===== config.mk =====
export PLATFORM = sky130hd
export DESIGN_NAME = registerFile
export DESIGN_NICKNAME = d
export VERILOG_FILES = /design/src/datapathPkg.sv /design/src/registerFile.sv
export SDC_FILE = /design/constraint.sdc
export NUM_CORES = 1
export LEC_CHECK = 0
export ABC_CLOCK_PERIOD_IN_PS = 1990
export BUFFER_PORTS_ARGS = -buffer_cell sky130_fd_sc_hd__buf_2
export CAP_MARGIN = 20
export CORE_AREA = 2 2 219 221
export CTS_CLUSTER_SIZE = 30
export DETAILED_ROUTE_END_ITERATION = 10
export DIE_AREA = 0 0 221 223
export PLACE_DENSITY_LB_ADDON = 0.3
export SYNTH_ARGS = -nofsm -noshare
export SYNTH_HDL_FRONTEND = slang
export SYNTH_SLANG_ARGS = --single-unit

===== constraint.sdc =====
create_clock -name Clock -period 1.99 [get_ports Clock]
set_input_delay 0.398 -clock Clock [delete_from_list [all_inputs] [get_ports Clock]]
set_output_delay 0.398 -clock Clock [all_outputs]
set_load 0.02 [all_outputs]

===== src/datapathPkg.sv =====
package datapathPkg;

        typedef logic [31:0] wordT;     // bus and register width
        typedef logic [63:0] dwordT;    // full alu result
        typedef logic [3:0] regIdxT;    // general register index
        typedef logic [4:0] busSelT;    // encoded bus source
        typedef logic [4:0] aluOpT;

        // ====================
        // alu operation codes
        localparam aluOpT opAdd = 5'd3;
        localparam aluOpT opSub = 5'd4;
        localparam aluOpT opAnd = 5'd5;
        localparam aluOpT opOr = 5'd6;
        localparam aluOpT opShr = 5'd7;
        localparam aluOpT opShra = 5'd8;
        localparam aluOpT opShl = 5'd9;
        localparam aluOpT opRor = 5'd10;
        localparam aluOpT opRol = 5'd11;
        localparam aluOpT opMul = 5'd12;
        localparam aluOpT opNeg = 5'd13;
        localparam aluOpT opNot = 5'd14;

        // ====================
        // bus sources, lowest number has priority
        localparam busSelT srcR0 = 5'd0;
        localparam busSelT srcR1 = 5'd1;
        localparam busSelT srcR2 = 5'd2;
        localparam busSelT srcR3 = 5'd3;
        localparam busSelT srcR4 = 5'd4;
        localparam busSelT srcR5 = 5'd5;
        localparam busSelT srcR6 = 5'd6;
        localparam busSelT srcR7 = 5'd7;
        localparam busSelT srcR8 = 5'd8;
        localparam busSelT srcR9 = 5'd9;
        localparam busSelT srcR10 = 5'd10;
        localparam busSelT srcR11 = 5'd11;
        localparam busSelT srcR12 = 5'd12;
        localparam busSelT srcR13 = 5'd13;
        localparam busSelT srcR14 = 5'd14;
        localparam busSelT srcR15 = 5'd15;
        localparam busSelT srcHi = 5'd16;
        localparam busSelT srcLo = 5'd17;
        localparam busSelT srcZHigh = 5'd18;
        localparam busSelT srcZLow = 5'd19;
        localparam busSelT srcPc = 5'd20;
        localparam busSelT srcMdr = 5'd21;

endpackage


===== src/registerFile.sv =====
module registerFile
        import datapathPkg::*;
(
        input logic Clock,
        input logic rstN,
        input logic [15:0] rIn,
        input wordT busData,
        output wordT regWords [16]
);

        // ====================
        // general registers R0 to R15
        for (genvar g = 0; g < 16; g++) begin : genReg
                always_ff @(posedge Clock or negedge rstN) begin
                        if (!rstN) begin
                                regWords[g] <= '0;
                        end else if (rIn[g]) begin
                                regWords[g] <= busData;   // own in-strobe only
                        end
                end
        end

endmodule


Word level (Yosys, flattened, before mapping)
Cells that the tools add are included.
{"block": "totals", "regBits": 512, "in_bits": 50, "wordCells": 16, "output_inout_bits": 512}

Depth between registers and ports, before layout
{"block": "logic_depth", "depth_word": 0, "mapped_depth": 3, "ltp_nobuf": 1}

Worst setup path before layout
OpenSTA, ideal clock, no wires.
{"block": "synth_timing", "kind": "input -> register", "start": "input rIn[15]", "end": "register regWords[0] in the netlist's numbering", "required_time_ns": 1.865, "path_stages": 3, "t_arrival_ns": 0.956, "setup_time_ns": 0.125, "setup_slack_ns": 0.909, "path_buffers": 2, "cell_sequence": "buf_6 -> buf_6 -> mux2_4"}
{"item": "from (decl)", "line_no": "registerFile.sv:6", "text": "input logic [15:0] rIn,"}
{"item": "to (signal, indexed assignment)", "line_no": "registerFile.sv:18", "text": "regWords[g] <= busData;"}
{"item": "to (decl)", "line_no": "registerFile.sv:8", "text": "output wordT regWords [16]"}
No word-level cell between the ends.

Worst setup path after layout
{"block": "layout_timing", "start": "register regWords[361] in the netlist's numbering", "end": "output regWords[361] in the netlist's numbering"}
No word-level cell between the ends.

==> flow_metrics.py <==
metrics = {
    "worst_hold_path": {
        "hold_path_depth": 2,
        "min_from": "rIn[7]",
        "min_path_type": "input pin to register",
    },
    "route": {
        "drt_first_pass_iters": 4,
        "ant_nets": 0,
        "vias": 11871,
        "wl_mm": 57.2,
        "route.detailed.drc": 0,
        "routedWlPerCell_um": 24.4,
        "drtIter0Drc": 606,
        "vias_per_cell": 5.06,
    },
    "sta": {
        "min_period_ps": 1590,
        "setup_tns_ps": 0,
        "rsz0062_at_grt": "no",
        "setup_viol": 0,
        "fin_crit_sh_pct": 80.2,
        "timing.fmax_mhz": 627,
        "tightest_slew_ps": 479,
        "hold_viol": 0,
        "drv_slew": 0,
        "slew_headroom_pct": 68.1,
        "finalClockSkew_ps": 0,
    },
    "cts": {
        "cts_resized": 0,
        "cts_root_buf": "clkbuf_16",
        "post_cts_buffers": 0,
        "cts_buffer_depth": 3,
        "cts.hold.buffers_added": 1,
        "numCtsBuffers": 53,
        "clk_pin_slew_ps": 60,
        "clock_latency_ps": 580,
        "cts_num_sinks": 512,
        "tritoncts": "yes",
        "cts_max_level": 2,
    },
    "setup_path": {
        "startpoint": "regWords[361]",
        "cp_max_fo": 2,
        "cp.depth": 1,
        "cp_num_buf_inv": 1,
        "crit_slowest_cell": "dfrtp_1",
        "start_kind": "register",
        "r2r_cells": 1,
        "cpPeakStageDelay_ps": 410,
        "path_class": "register to output port",
        "cp.arrival_ps": 1200,
        "end_kind": "output port",
        "cpLargestDelayFamily": "flip-flops",
        "cp.required_ps": 1590,
        "r2r-start": "regWords[55]",
        "path_cells": "buf_2",
    },
    "finish": {
        "final_common_cell": "buf_2",
        "top_register": "regWords",
        "fin_nets": 1737,
        "mostFrequentLayoutCells": "560 x buf_2, 512 x dfrtp_1, 322 x mux2_2",
        "drive_gt1_share_pct": 69.7,
        "area_growth_pct": 25.6,
        "largestRegisters": "regWords (512)",
        "largest_reg_flops": 512,
    },
    "synthesis": {
        "synth_top_family_by_area": "multiplexers",
        "synthDistinctLibCells": 6,
        "synth_fa_ha_area_share_pct": 0,
        "ys_warn_count": 0,
        "synth.yosys.seq_area_share_pct": 63.3,
        "synth_area_um2": 20200,
        "synth-compound-area-share_pct": 0,
        "yosys.area_share.xor_xnor_pct": 0,
        "syn_inst": 1120,
        "synthMuxAreaShare_pct": 32.0,
        "synth_nets": 1170,
        "syn_avg_cell_area_um2": 18.1,
        "ys_seq_elements": 512,
        "yosys.area_share.simple_pct": 0,
    },
    "placed_design": {
        "gp_congestion": 0.792,
        "port-buffer-count": 561,
        "hpwl_mm": 39.5,
    },
    "power_and_ir_drop": {
        "power_density_nw_per_um2": 1070,
        "p_leak_nw": 12.3,
        "power.total_mw": 27.2,
        "peakVddDrop_mv": 0.762,
    },
    "global_routing": {
        "grt_pass1_vias": 12469,
        "grt_pass1_wl_mm": 85.2,
        "gr-total-overflow": 0,
        "gr-usage-all-layers_pct": 22.9,
        "antenna_found_initial": 0,
        "grt_start_max_net_pins": 67,
    },
    "floorplanning": {
        "ios": 562,
        "rows": 80,
        "dieHeight_um": 223,
        "die_w_um": 221,
        "start_util_pct": 42.9,
        "dieArea_um2": 49300,
        "core-area_um2": 47100,
    },
    "run_status": {
        "status": "complete, no violations",
    },
    "flow_run": {
        "max_cap_violations": 0,
    },
}
final cells by class:
cell class | count | area (um2)
repair buffers | 608 | 3550
flip-flops and latches | 512 | 12800
fillers | 3819 | 21700
clock inverters | 16 | 196
clock buffers | 80 | 1610
diodes | 1 | 2.50
well taps | 615 | 769
multi-input cells | 512 | 6480
synthesized netlist by cell type, drive strengths merged:
cell      n  area (um2)
mux2    512        6480
dfrtp   512       12800
buf      64         830
clkbuf   32         120
power breakdown:
part           internal (mW)  switching, mW
clock network           6.09           4.07
logic                   2.02           2.98
registers               11.5          0.575
total                   19.6           7.62
metrics by stage:
step                      hold WS [ps]  util [%]  setup WS, ps  std cells  area (um2)
after global routing               259      53.9           323       2343       25400
after CTS                          238      53.9           329       2343       25400
after floorplan                    102         -           909       1120       20200
final                              288      53.9           395       2344       25400
after global placement             323      50.1           551       2246       23600
after detailed placement           324      50.1           530       2246       23600
worst paths after layout:
kind	to	slack [ps]
worst max-delay path	regWords[361]	400
worst min-delay path	regWords[257]	290
worst max register to register	regWords[55]	1170
worst min register to register	regWords[357]	500
max in group asynchronous	regWords[416]	880
min in group asynchronous	regWords[304]	300
metal layers:
layer	GRT usage, %	vias to the layer above	part of all wire [%]
met2	37.8	406	49
met5	0	-	0
met1	29.6	6342	41
met3	6.45	85	6.9
li1	-	5038	-
met4	6.69	0	2.7
logic make-up (layout without fill, tap and decap cells):
logic type             count (synthesis)  in the layout
flip-flops                           512            512
multiplexers                         512            512
buffers and inverters                 96            704
other                                  0              1
Power figures use the tool's default switching activity.
