**config.mk**
```make
export PLATFORM = sky130hd
export DESIGN_NAME = mdrUnit
export DESIGN_NICKNAME = d
export VERILOG_FILES = /design/src/datapathPkg.sv /design/src/mdrUnit.sv
export SDC_FILE = /design/constraint.sdc
export NUM_CORES = 1
export LEC_CHECK = 0
export BUFFER_PORTS_ARGS = -buffer_cell sky130_fd_sc_hd__buf_2
export CAP_MARGIN = 20
export CORE_MARGIN = 2
export CORE_UTILIZATION = 43
export CTS_BUF_LIST = sky130_fd_sc_hd__clkbuf_2 sky130_fd_sc_hd__clkbuf_4 sky130_fd_sc_hd__clkbuf_8
export CTS_CLUSTER_DIAMETER = 50
export DETAILED_ROUTE_END_ITERATION = 8
export PLACE_DENSITY_LB_ADDON = 0.08
export SLEW_MARGIN = 0
export SYNTH_ARGS = -nofsm -noshare
export SYNTH_HDL_FRONTEND = slang
export SYNTH_SLANG_ARGS = --single-unit
```
**constraint.sdc**
```tcl
create_clock -name Clock -period 0.85 [get_ports Clock]
set_input_delay 0.0425 -clock Clock [delete_from_list [all_inputs] [get_ports Clock]]
set_output_delay 0.0425 -clock Clock [all_outputs]
set_load 0.005 [all_outputs]
```
**src/datapathPkg.sv**
```systemverilog
package datapathPkg;

        typedef logic [31:0] wordT;     // bus and register width
        typedef logic [63:0] dwordT;    // full alu result
        typedef logic [3:0] regIdxT;    // general register index
        typedef logic [4:0] busSelT;    // encoded bus source
        typedef logic [4:0] aluOpT;

        // ====================
        // alu operation codes
        localparam aluOpT opAdd = 5'd3;
        localparam aluOpT opSub = 5'd4;
        localparam aluOpT opAnd = 5'd5;
        localparam aluOpT opOr = 5'd6;
        localparam aluOpT opShr = 5'd7;
        localparam aluOpT opShra = 5'd8;
        localparam aluOpT opShl = 5'd9;
        localparam aluOpT opRor = 5'd10;
        localparam aluOpT opRol = 5'd11;
        localparam aluOpT opMul = 5'd12;
        localparam aluOpT opNeg = 5'd13;
        localparam aluOpT opNot = 5'd14;

        // ====================
        // bus sources, lowest number has priority
        localparam busSelT srcR0 = 5'd0;
        localparam busSelT srcR1 = 5'd1;
        localparam busSelT srcR2 = 5'd2;
        localparam busSelT srcR3 = 5'd3;
        localparam busSelT srcR4 = 5'd4;
        localparam busSelT srcR5 = 5'd5;
        localparam busSelT srcR6 = 5'd6;
        localparam busSelT srcR7 = 5'd7;
        localparam busSelT srcR8 = 5'd8;
        localparam busSelT srcR9 = 5'd9;
        localparam busSelT srcR10 = 5'd10;
        localparam busSelT srcR11 = 5'd11;
        localparam busSelT srcR12 = 5'd12;
        localparam busSelT srcR13 = 5'd13;
        localparam busSelT srcR14 = 5'd14;
        localparam busSelT srcR15 = 5'd15;
        localparam busSelT srcHi = 5'd16;
        localparam busSelT srcLo = 5'd17;
        localparam busSelT srcZHigh = 5'd18;
        localparam busSelT srcZLow = 5'd19;
        localparam busSelT srcPc = 5'd20;
        localparam busSelT srcMdr = 5'd21;

endpackage

```
**src/mdrUnit.sv**
```systemverilog
module mdrUnit
        import datapathPkg::*;
(
        input logic Clock,
        input logic rstN,
        input logic MDRin,
        input logic Read,
        input wordT busData,
        input wordT memData,
        output wordT mdrWord
);

        wordT mdrNext;

        // memory side wins while Read is high
        assign mdrNext = Read ? memData : busData;

        always_ff @(posedge Clock or negedge rstN) begin
                if (!rstN) begin
                        mdrWord <= '0;
                end else if (MDRin) begin
                        mdrWord <= mdrNext;
                end
        end

endmodule

```
### Word level (Yosys, flattened, before mapping)

Cells that the tools add are included.

* add/subtract/negate cells: 0
* multiply operators: 0
* div/mod/pow operators: 0
* $lt $le $gt $ge: 0
* eq/ne operators: 0
* shift operators: 0
* muxes and demuxes: 1
* bitwise logic cells: 0
* reductions and logical operators: 0

Operator list (number)
* $mux W32: 1

* register bits after elaboration: 32
* latch bits: 0
* memory bits (writable): 0
* memory bits (read-only): 0
* output and inout bits: 32
* logic and storage cells: 2
* memories kept: 0

### Depth between registers and ports, before layout

* word-level depth: 1
* depth in mapped cells: 4
* gate-level depth less buffers: 2

### Worst setup path before layout

OpenSTA, ideal clock, no wires.

* path type: input to register
* start point: input Read
* end point: register mdrWord[0]
* library setup time: 137 ps
* arrival: 534 ps
* required time: 713 ps
* path slack: 179 ps
* stages: 4
* path buffers: 2
* path through: buf_6 buf_12 mux2i_1 a21oi_1

* longest elaborated chain between the ends: 1

RTL lines
* start, declared: RTL line mdrUnit.sv:7 `input logic Read,`
* $mux W32: RTL line mdrUnit.sv:16 `assign mdrNext = Read ? memData : busData;`
* end signal, assigned: RTL line mdrUnit.sv:22 `mdrWord <= mdrNext;`
* end, declared: RTL line mdrUnit.sv:10 `output wordT mdrWord`

Every way passes these cells.
A chain may end at the register's enable or synchronous reset.

==> flow_summary_export.csv <==
group,metric,value,unit
global_route,gr-usage-all-layers,0.185,
finish,antennaDiodeCount,0,
setup_path,worst-r2r-setup-slack,-50,ps
synth,syn-cell-area,1510,um2
sta,timing_max_transition_violations_final,0,
place,routability_cong,0.720,
clocking,clkTransAtPathRegs,80,ps
setup_path,worst_setup_path_endpoint,"mdrWord[13]$_DFFE_PN0P_",
hold_path,hold_path.class,"primary input to flop",
sta,setup_total_negative_slack,-517,ps
sta,timing_worst_slew_pin_value,147,ps
setup_path,path_max_fanout,2,
setup_path,critPathArrivalTime,1090,ps
clocking,cts-buffers-inserted,5,
hold_path,timing.hold.worst_path_depth,3,
setup_path,critical_path_launch_point,"mdrWord[13]$_DFFE_PN0P_",
place,dp_hpwl,2510,um
drt,drtAntennaViolNets,0,
setup_path,critical_path.startpoint_type,"flop",
clocking,htree_num_levels,2,
floorplan,design.core.area,3360,um2
floorplan,row_count,21,
clocking,clock_path_buffers,2,
setup_path,reg2regPathDepth,4,
synth,netlist-cell-type-count,9,
finish,final_nets,321,
sta,final.period_utilization,1.06,
finish,final.fill_count,289,
clocking,clk_latency,310,ps
global_route,number_of_global_route_vias_before_repair,1355,
synth,synth.yosys.seq_area_share,0.532,
finish,fin_util,0.654,
sta,hold-worst-slack,23.4,ps
drt,drcViolationCount,0,
sta,grt_setup_unrepaired,"yes",
place,port_buffers,99,
finish,reg_top3,"mdrWord: 32 flops",
floorplan,initial_cell_density_of_the_core,0.448,
run,cap_violations,0,
global_route,grt_overflow_total,0,
synth,synth_nets,207,
power,leakage,1.17,nW
sta,setup_ws,-48.4,ps
power,largest_voltage_drop_on_the_vdd_net,0.00105,V
floorplan,height_of_the_die,63.2,um
global_route,grt_pass1_wl,5840,um
finish,post_route_cells_drive_above_1_share,0.486,
synth,synth-seq-cells,32,
floorplan,area_enclosed_by_the_die_boundary,3990,um2
outcome,outcome,"finished with violations",
drt,detailroute.via_count,1409,
synth,postSynthCellCount,139,
finish,largest-register,"mdrWord",
synth,yosysWarnings,0,
sta,fin_worst_skew,0,ps
global_route,pin_count_of_the_biggest_net_entering_global_routing,33,
floorplan,die-width,63.2,um
drt,vias_per_cell,4.74,
setup_path,crit-reg2reg-launch,"mdrWord[13]$_DFFE_PN0P_",
drt,detail_route.wirelength,3550,um
clocking,cts_tree,"built",
sta,max_freq,1110,MHz
setup_path,end_kind,"flop",
finish,largest_register_ff_count,32,
outcome,failed_checks,"negative setup slack",
synth,post_synth.cell_area_avg,10.8,um2
sta,slew_headroom,0.899,
clocking,ctsRootBufferMaster,"clkbuf_4",
sta,final-setup-viol-count,33,
finish,layout-area-overhead-vs-synth,46.0,%
sta,final.min_clock_period,898,ps
drt,drtPass1Iterations,4,
power,p_per_area,1500,nW/um2
floorplan,number_of_top_level_pins,100,
drt,routed_wire_length_per_instance,12.0,um
setup_path,reg2reg_to,"mdrWord[13]$_DFFE_PN0P_",
sta,finalHoldViolCount,0,
setup_path,critPathKind,"flop to flop",
setup_path,cp_data_required_time,1050,ps
drt,drt_first_iter_violations,34,
global_route,initial_antenna_violation_count,0,
clocking,cts_sinks,32,
cell type report:
cell class | instances | area (um2) | share of cell area
Timing Repair Buffer | 118 | 703 | 0.320
Multi-Input combinational cell | 96 | 601 | 0.273
Clock buffer | 5 | 37.5 | 0.0171
Sequential cell | 32 | 801 | 0.364
Tap cell | 46 | 57.6 | 0.0262
routing by layer:
metal | GRT usage | vias to the layer above | part of all wire
met5 | 0 | - | 0
met4 | 0.0598 | 0 | 0.011
met3 | 0.0625 | 4 | 0.073
met2 | 0.342 | 57 | 0.54
met1 | 0.197 | 644 | 0.38
li1 | - | 704 | -
power breakdown:
| group | leakage [nW] | switching, mW | internal, mW |
|---|---|---|---|
| logic | 0.787 | 0.352 | 0.474 |
| registers | 0.357 | 0.0804 | 1.68 |
| clock network | 0.0230 | 0.431 | 0.276 |
worst min-delay path by stage:
| stage | from | endpoint | slack, ps |
|---|---|---|---|
| after floorplan | rstN | mdrWord[0]$_DFFE_PN0P_ | -250 |
| after global placement | rstN | mdrWord[8]$_DFFE_PN0P_ | 10 |
| after detailed placement | rstN | mdrWord[8]$_DFFE_PN0P_ | 10 |
| after CTS | busData[27] | mdrWord[27]$_DFFE_PN0P_ | 3 |
| after global routing | busData[6] | mdrWord[6]$_DFFE_PN0P_ | 10 |
| final | busData[30] | mdrWord[30]$_DFFE_PN0P_ | 20 |
layout by cell type, fill, tap and decap left out, drive strengths merged:
master / count
dlygate4sd3: 1
mux2i: 32
buf: 117
dfrtp: 32
a21oi: 32
nor2: 32
clkbuf: 5
synthesized netlist by cell type:
| cell type | number | area share |
|---|---|---|
| clkbuf_1 | 3 | 0.0075 |
| a21oi_1 | 32 | 0.11 |
| dfrtp_1 | 32 | 0.53 |
| buf_2 | 3 | 0.010 |
| buf_12 | 3 | 0.040 |
| nor2_1 | 32 | 0.080 |
| buf_4 | 1 | 0.0050 |
| buf_6 | 1 | 0.0075 |
| mux2i_1 | 32 | 0.21 |
cells by family after synthesis:
group	share of synthesized area
multiplexers	0.213
AND/OR/NAND/NOR	0.0797
flip-flops	0.532
AO/OA/AOI/OAI	0.106
buffers and inverters	0.0698
stage by stage:
stage,worst slack [ps],cells,instance area (um2),total power [mW]
3_3_place_gp,77.5,278,2050,2.50
5_1_grt,-97.6,297,2200,3.54
2_1_floorplan,179,139,1510,2.13
3_5_place_dp,36.0,278,2050,2.53
4_1_cts,-49.8,290,2150,3.31
6_report,-48.4,297,2200,3.29
worst max-delay path, cell delays in order, from the launching register on:
cell     delay, ps
dfrtp_1        380
buf_4          130
buf_4          120
nor2_1         100
a21oi_1         60
repair_timing:
item | 4_1_cts | 5_1_grt
hold endpoints to repair | 32 | 0
resized for setup | 0 | 0
endpoints found under the setup margin | 32 | 32
hold buffers | 1 | 0
pin swaps | 0 | 0
setup buffers | 6 | 7
Power figures use the tool's default switching activity.
