### src/datapathPkg.sv
package datapathPkg;

        typedef logic [31:0] wordT;     // bus and register width
        typedef logic [63:0] dwordT;    // full alu result
        typedef logic [3:0] regIdxT;    // general register index
        typedef logic [4:0] busSelT;    // encoded bus source
        typedef logic [4:0] aluOpT;

        // ====================
        // alu operation codes
        localparam aluOpT opAdd = 5'd3;
        localparam aluOpT opSub = 5'd4;
        localparam aluOpT opAnd = 5'd5;
        localparam aluOpT opOr = 5'd6;
        localparam aluOpT opShr = 5'd7;
        localparam aluOpT opShra = 5'd8;
        localparam aluOpT opShl = 5'd9;
        localparam aluOpT opRor = 5'd10;
        localparam aluOpT opRol = 5'd11;
        localparam aluOpT opMul = 5'd12;
        localparam aluOpT opNeg = 5'd13;
        localparam aluOpT opNot = 5'd14;

        // ====================
        // bus sources, lowest number has priority
        localparam busSelT srcR0 = 5'd0;
        localparam busSelT srcR1 = 5'd1;
        localparam busSelT srcR2 = 5'd2;
        localparam busSelT srcR3 = 5'd3;
        localparam busSelT srcR4 = 5'd4;
        localparam busSelT srcR5 = 5'd5;
        localparam busSelT srcR6 = 5'd6;
        localparam busSelT srcR7 = 5'd7;
        localparam busSelT srcR8 = 5'd8;
        localparam busSelT srcR9 = 5'd9;
        localparam busSelT srcR10 = 5'd10;
        localparam busSelT srcR11 = 5'd11;
        localparam busSelT srcR12 = 5'd12;
        localparam busSelT srcR13 = 5'd13;
        localparam busSelT srcR14 = 5'd14;
        localparam busSelT srcR15 = 5'd15;
        localparam busSelT srcHi = 5'd16;
        localparam busSelT srcLo = 5'd17;
        localparam busSelT srcZHigh = 5'd18;
        localparam busSelT srcZLow = 5'd19;
        localparam busSelT srcPc = 5'd20;
        localparam busSelT srcMdr = 5'd21;

endpackage

### src/busMux.sv
module busMux
        import datapathPkg::*;
(
        input logic [15:0] rOut,
        input logic HIout,
        input logic LOout,
        input logic ZHighout,
        input logic ZLowout,
        input logic PCout,
        input logic MDRout,
        input wordT regWords [16],
        input wordT hiWord,
        input wordT loWord,
        input wordT zHighWord,
        input wordT zLowWord,
        input wordT pcWord,
        input wordT mdrWord,
        output wordT busData
);

        logic [21:0] outStrobes;        // indexed by busSelT value
        busSelT busSel;
        logic busActive;
        regIdxT regSel;

        assign outStrobes = {MDRout, PCout, ZLowout, ZHighout, LOout, HIout, rOut};
        assign regSel = regIdxT'(busSel);

        // ====================
        // priority encoder
        always_comb begin
                busSel = srcR0;
                busActive = 1'b0;
                // scan downward so the lowest set strobe is kept
                for (int i = 21; i >= 0; i--) begin
                        if (outStrobes[i]) begin
                                busSel = busSelT'(i);
                                busActive = 1'b1;
                        end
                end
        end

        // ====================
        // source select
        always_comb begin
                busData = '0;   // idle bus
                if (busActive) begin
                        case (busSel)
                                srcHi: busData = hiWord;
                                srcLo: busData = loWord;
                                srcZHigh: busData = zHighWord;
                                srcZLow: busData = zLowWord;
                                srcPc: busData = pcWord;
                                srcMdr: busData = mdrWord;
                                default: busData = regWords[regSel];
                        endcase
                end
        end

endmodule

### config.mk
export PLATFORM = sky130hd
export DESIGN_NAME = busMux
export DESIGN_NICKNAME = d
export VERILOG_FILES = /design/src/datapathPkg.sv /design/src/busMux.sv
export SDC_FILE = /design/constraint.sdc
export NUM_CORES = 1
export LEC_CHECK = 0
export ABC_AREA = 1
export BUFFER_PORTS_ARGS = -buffer_cell sky130_fd_sc_hd__buf_4
export CORE_AREA = 2 2 292 294
export DETAILED_ROUTE_END_ITERATION = 7
export DIE_AREA = 0 0 294 296
export PLACE_DENSITY = 0.37
export SLEW_MARGIN = 20
export SYNTH_ARGS = -nofsm -noshare
export SYNTH_HDL_FRONTEND = slang
export SYNTH_SLANG_ARGS = --single-unit
export TNS_END_PERCENT = 50
### constraint.sdc
create_clock -name vclk -period 5.3
set_input_delay 1.06 -clock vclk [all_inputs]
set_output_delay 1.06 -clock vclk [all_outputs]
set_load 0.02 [all_outputs]
## Yosys cells after proc, flatten, opt, wreduce, memory -nomap -nowiden

Cells that the tools add are included.

- Register bits: 0
- Bits of input ports: 726

- $lt $le $gt $ge: 1
- Equal/unequal tests: 6
- Multiplexer cells: 49
- Bitwise operators: 1

Operators by type and width:

| kind | count |
|---|---|
| 32-bit one-hot mux with 6 select lines | 1 |
| 32-bit binary-select mux with 4-bit select | 1 |
| 5-bit 2-to-1 mux | 22 |
| 32-bit 2-to-1 mux | 3 |
| 5-bit == test, second input constant | 6 |
| 1-bit 2-to-1 mux | 22 |
| 5-bit >= comparator, second input constant | 1 |
| 4-bit inverter with 5-bit output | 1 |

## Depth between registers and ports, before layout

- Depth in word-level cells: 28
- Gate-level depth with buffers: 31
- Gate-level depth less buffers: 29

## Worst setup path before layout

No wires, ideal clock.

- Path type: input to output
- From: input rOut[7]
- To: output busData[12]
- Data arrival time: 3128 ps
- Required time: 4240 ps
- Setup slack: 1112 ps
- Cell stages on the path: 11
- Buffers on the path: 2
- Path through: nor4_1 -> nand2_1 -> nor2_1 -> nand2_1 -> nor2_1 -> buf_2 -> buf_1 -> nand3_1 -> nand3b_1 -> o21ai_0 -> a21oi_1

- Cells in the longest elaborated chain, start to end: 14
- Elaborated cells between the ends (all ways): 28
- Those cells by class: 6 x eq/ne; 21 x mux; 1 x bitwise

Ends and longest elaborated chain:

| what | RTL line | source |
|---|---|---|
| from (decl) | busMux.sv:4 | `input logic [15:0] rOut,` |
| 5-bit 2-to-1 mux (8 in series) | busMux.sv:36 | `if (outStrobes[i]) begin` |
| 4-bit inverter with 5-bit output (implied by the code) | busMux.sv:55 | `default: busData = regWords[regSel];` |
| 32-bit binary-select mux with 4-bit select | busMux.sv:55 |  |
| 32-bit 2-to-1 mux (implied by the code) (2 in series) | busMux.sv:55 |  |
| 32-bit one-hot mux with 6 select lines | busMux.sv:48 | `case (busSel)` |
| 32-bit 2-to-1 mux * | busMux.sv:47 | `if (busActive) begin` |
| to (decl) | busMux.sv:18 | `output wordT busData` |

Mark *: on every way between the ends. The rest lies on a longest branch, timed or not. The select of a mux whose other input is x is not followed.

## Worst setup path in the final report

- From: input HIout
- To: output busData[5]

- Cells in the longest elaborated chain, start to end: 23
- Elaborated cells between the ends (all ways): 46
- Those cells by class: 6 x eq/ne; 39 x mux; 1 x bitwise

Ends and longest elaborated chain:

| what | RTL line | source |
|---|---|---|
| from (decl) | busMux.sv:5 | `input logic HIout,` |
| 5-bit 2-to-1 mux (17 in series) | busMux.sv:36 |  |
| 4-bit inverter with 5-bit output (implied by the code) | busMux.sv:55 |  |
| 32-bit binary-select mux with 4-bit select | busMux.sv:55 |  |
| 32-bit 2-to-1 mux (implied by the code) (2 in series) | busMux.sv:55 |  |
| 32-bit one-hot mux with 6 select lines | busMux.sv:48 |  |
| 32-bit 2-to-1 mux * | busMux.sv:47 |  |

Marks and branches as above.

==> summary.md <==
| Metric | Value |
|---|---|
| Status | finished, final reports clean |
| Area growth syn-to-layout | 78.5% |
| Worst vdd ir | 34.0 uV |
| DRC Markers | 0 |
| GPL Wtd Cong | 0.892 |
| Setup bufs post-CTS | 0 |
| CP Class | input port to output pin |
| Startpoint Class | input port |
| IO buf count | 758 |
| GRT Overall Usage | 0.190 |
| PostCTS Resize Cnt | 0 |
| Final hold violations | 0 |
| DRT iter0 DRCs | 766 |
| Maxcap violations | 0 |
| Int Power | 616 uW |
| Grt total ovfl | 0 |
| Routed vias | 16,239 |
| Synth top area share | 0.201 |
| RSZ-0062 raised after global routing | true |
| Hold Crit Class | input port to output pin |
| # setup viols final | 0 |
| Worst Hold Endpoint | busData[22] |
| Initial antenna violation count | 17 |
| FF+latch area | 0 um^2 |
| Synth top area cells | nand3_1, inv_1, nand2_1 |
| Synthesis warning total | 0 |
| Clock Power Share | 0 |
| Rel. slew slack | 0.374 |
| Hold depth | 6 |
| Reg power frac | 0 |
| Proportion of power drawn by combinational gates | 1.000 |
| Chip width | 294 um |
| Fmax | 196 MHz |
| Vias in the first global route | 16,311 |
| Seq/Total Area, Yosys | 0 |
| Mapped Nets | 2,840 |
| Synthesized cell area | 9620 um^2 |
| Netlist cell types | 23 |
| Sw frac | 0.535 |
| Ports | 758 |
| Vias per inst | 4.16 |
| Most frequent cell after synthesis | inv_1 |
| Hold Buf Count CTS | 0 |
| Fin crit period | 5.10 ns |
| First-pass GRT wire length | 119,000 um |
| Chip height | 296 um |
| Worst-margin pin slew | 0.939 ns |
| Num rows | 107 |
| DRT Pass-1 Iters | 5 |
| Largest area contributor in the netlist | nand3_1 |
| Final-stage net count | 3,533 |
| Initial Util | 0.114 |
| Crit path max fanout | 18 |
| Clock buffer count | 0 |
| Period utilization | 0.962 |
| Layout cell share with drive strength beyond 1 | 0.318 |
| Cell Pwr Density | 77.1 nW/um^2 |
| List of most frequent post-synthesis cells | inv_1, nand2_1, nand3_1 |
| Seq Cell Count | 0 |
| Core area | 84,200 um^2 |
| Leakage | 9.74 nW |
| Syn Inst Count | 2,114 |
| NetSw | 708 uW |
| Die Area | 87,000 um^2 |
| Setup TNS | 0 ns |
| CP arrival | 4.04 ns |
| Tot Pwr | 1.32 mW |
| Avg WL per Cell | 22.6 um |
| HPWL Detailed | 75,100 um |
| Max-slew violation count | 0 |
| Antenna Nets Post-Route | 0 |
| Mean Syn Cell Area | 4.55 um^2 |
| Final wirelength | 88,100 um |
| CP Capture Type | output pin |
| Hold path startpoint | pcWord[22] |
| Crit path required time | 4.24 ns |
| Largest net degree at the start of global routing | 96 |
==> critical path, stage by stage <==
cell	delay (ns)
buf_4	0.11
nor2_1	0.13
o21ai_1	0.11
nand3_1	0.08
nand3_1	0.07
nand3_1	0.07
nand3_1	0.07
nand3_1	0.07
nand3_1	0.07
nand3_1	0.07
nand2_1	0.08
nor2_4	0.18
buf_4	0.23
inv_8	0.10
buf_4	0.21
nand4_1	0.10
nand3_1	0.28
nand3_1	0.28
buf_4	0.18
nand2_1	0.12
a21oi_1	0.15
buf_4	0.16
==> worst max path at each step <==
stage | start | end | slack [ns] | cells after the start
2_1_floorplan | rOut[7] | busData[12] | 1.11 | 11
3_3_place_gp | rOut[14] | busData[29] | 0.08 | 15
3_5_place_dp | HIout | busData[30] | 0.16 | 23
4_1_cts | rOut[7] | busData[29] | 0.15 | 16
5_1_grt | HIout | busData[22] | -0.07 | 25
6_report | HIout | busData[5] | 0.20 | 22
==> power groups by stage <==
stage / Combinational [mW] / Sequential, mW / Clock (mW)
finish: 1.32 / 0 / 0.000000229
global route: 1.45 / 0 / 0.000000177
CTS: 1.36 / 0 / 0
detailed placement: 1.36 / 0 / 0
global placement: 1.36 / 0 / 0
floorplan: 0.512 / 0 / 0
==> layout by cell type, fill, tap and decap left out, types with 2 or more instances in the layout <==
cell type and n:
nor2_2 2, nor4_1 4, nor2_4 7, diode_2 9, nand3b_1 95, buf_12 27, buf_6 2, a21oi_1 35
nand2_2 9, nand4_1 234, inv_2 4, buf_4 830, inv_1 490, nand2_4 3, o21ai_1 12, o21ai_0 6
nand2_1 413, nor2_1 209, nand3_1 387, inv_4 3, clkinv_1 27
==> area by class of cell <==
| cell class | instances | area [um^2] |
|---|---|---|
| inverter | 525 | 1990 |
| tap | 1090 | 1360 |
| timing repair buffer | 860 | 6820 |
| fill | 10154 | 67000 |
| multi-input combinational | 1420 | 6970 |
| antenna | 9 | 22.5 |
==> logic make-up after synthesis <==
kind of cell | count (synthesis) | synth area share
buffers and inverters | 694 | 0.283
AOI/OAI and AO/OA | 54 | 0.0281
and+or+nand+nor | 1366 | 0.689
==> stage by stage <==
step | instances | area, um^2 | util | worst slack (ns) | hold slack, ns
floorplan | 2114 | 9620 | - | 1.11 | 2.37
global placement | 3895 | 17100 | 0.203 | 0.0824 | 2.59
detailed placement | 3895 | 17100 | 0.203 | 0.162 | 2.59
CTS | 3895 | 17100 | 0.203 | 0.147 | 2.60
global route | 3902 | 17200 | 0.204 | -0.0730 | 2.64
finish | 3904 | 17200 | 0.204 | 0.201 | 2.59
==> routing by layer <==
layer	routed length, um	part of all wire	track usage	vias up
li1	-	-	-	8071
met1	37300	0.42	0.239	7518
met2	43500	0.49	0.340	590
met3	5830	0.066	0.0369	48
met4	1280	0.015	0.0281	12
met5	96	0.0011	0	-
(Power assumes the default switching activity.)
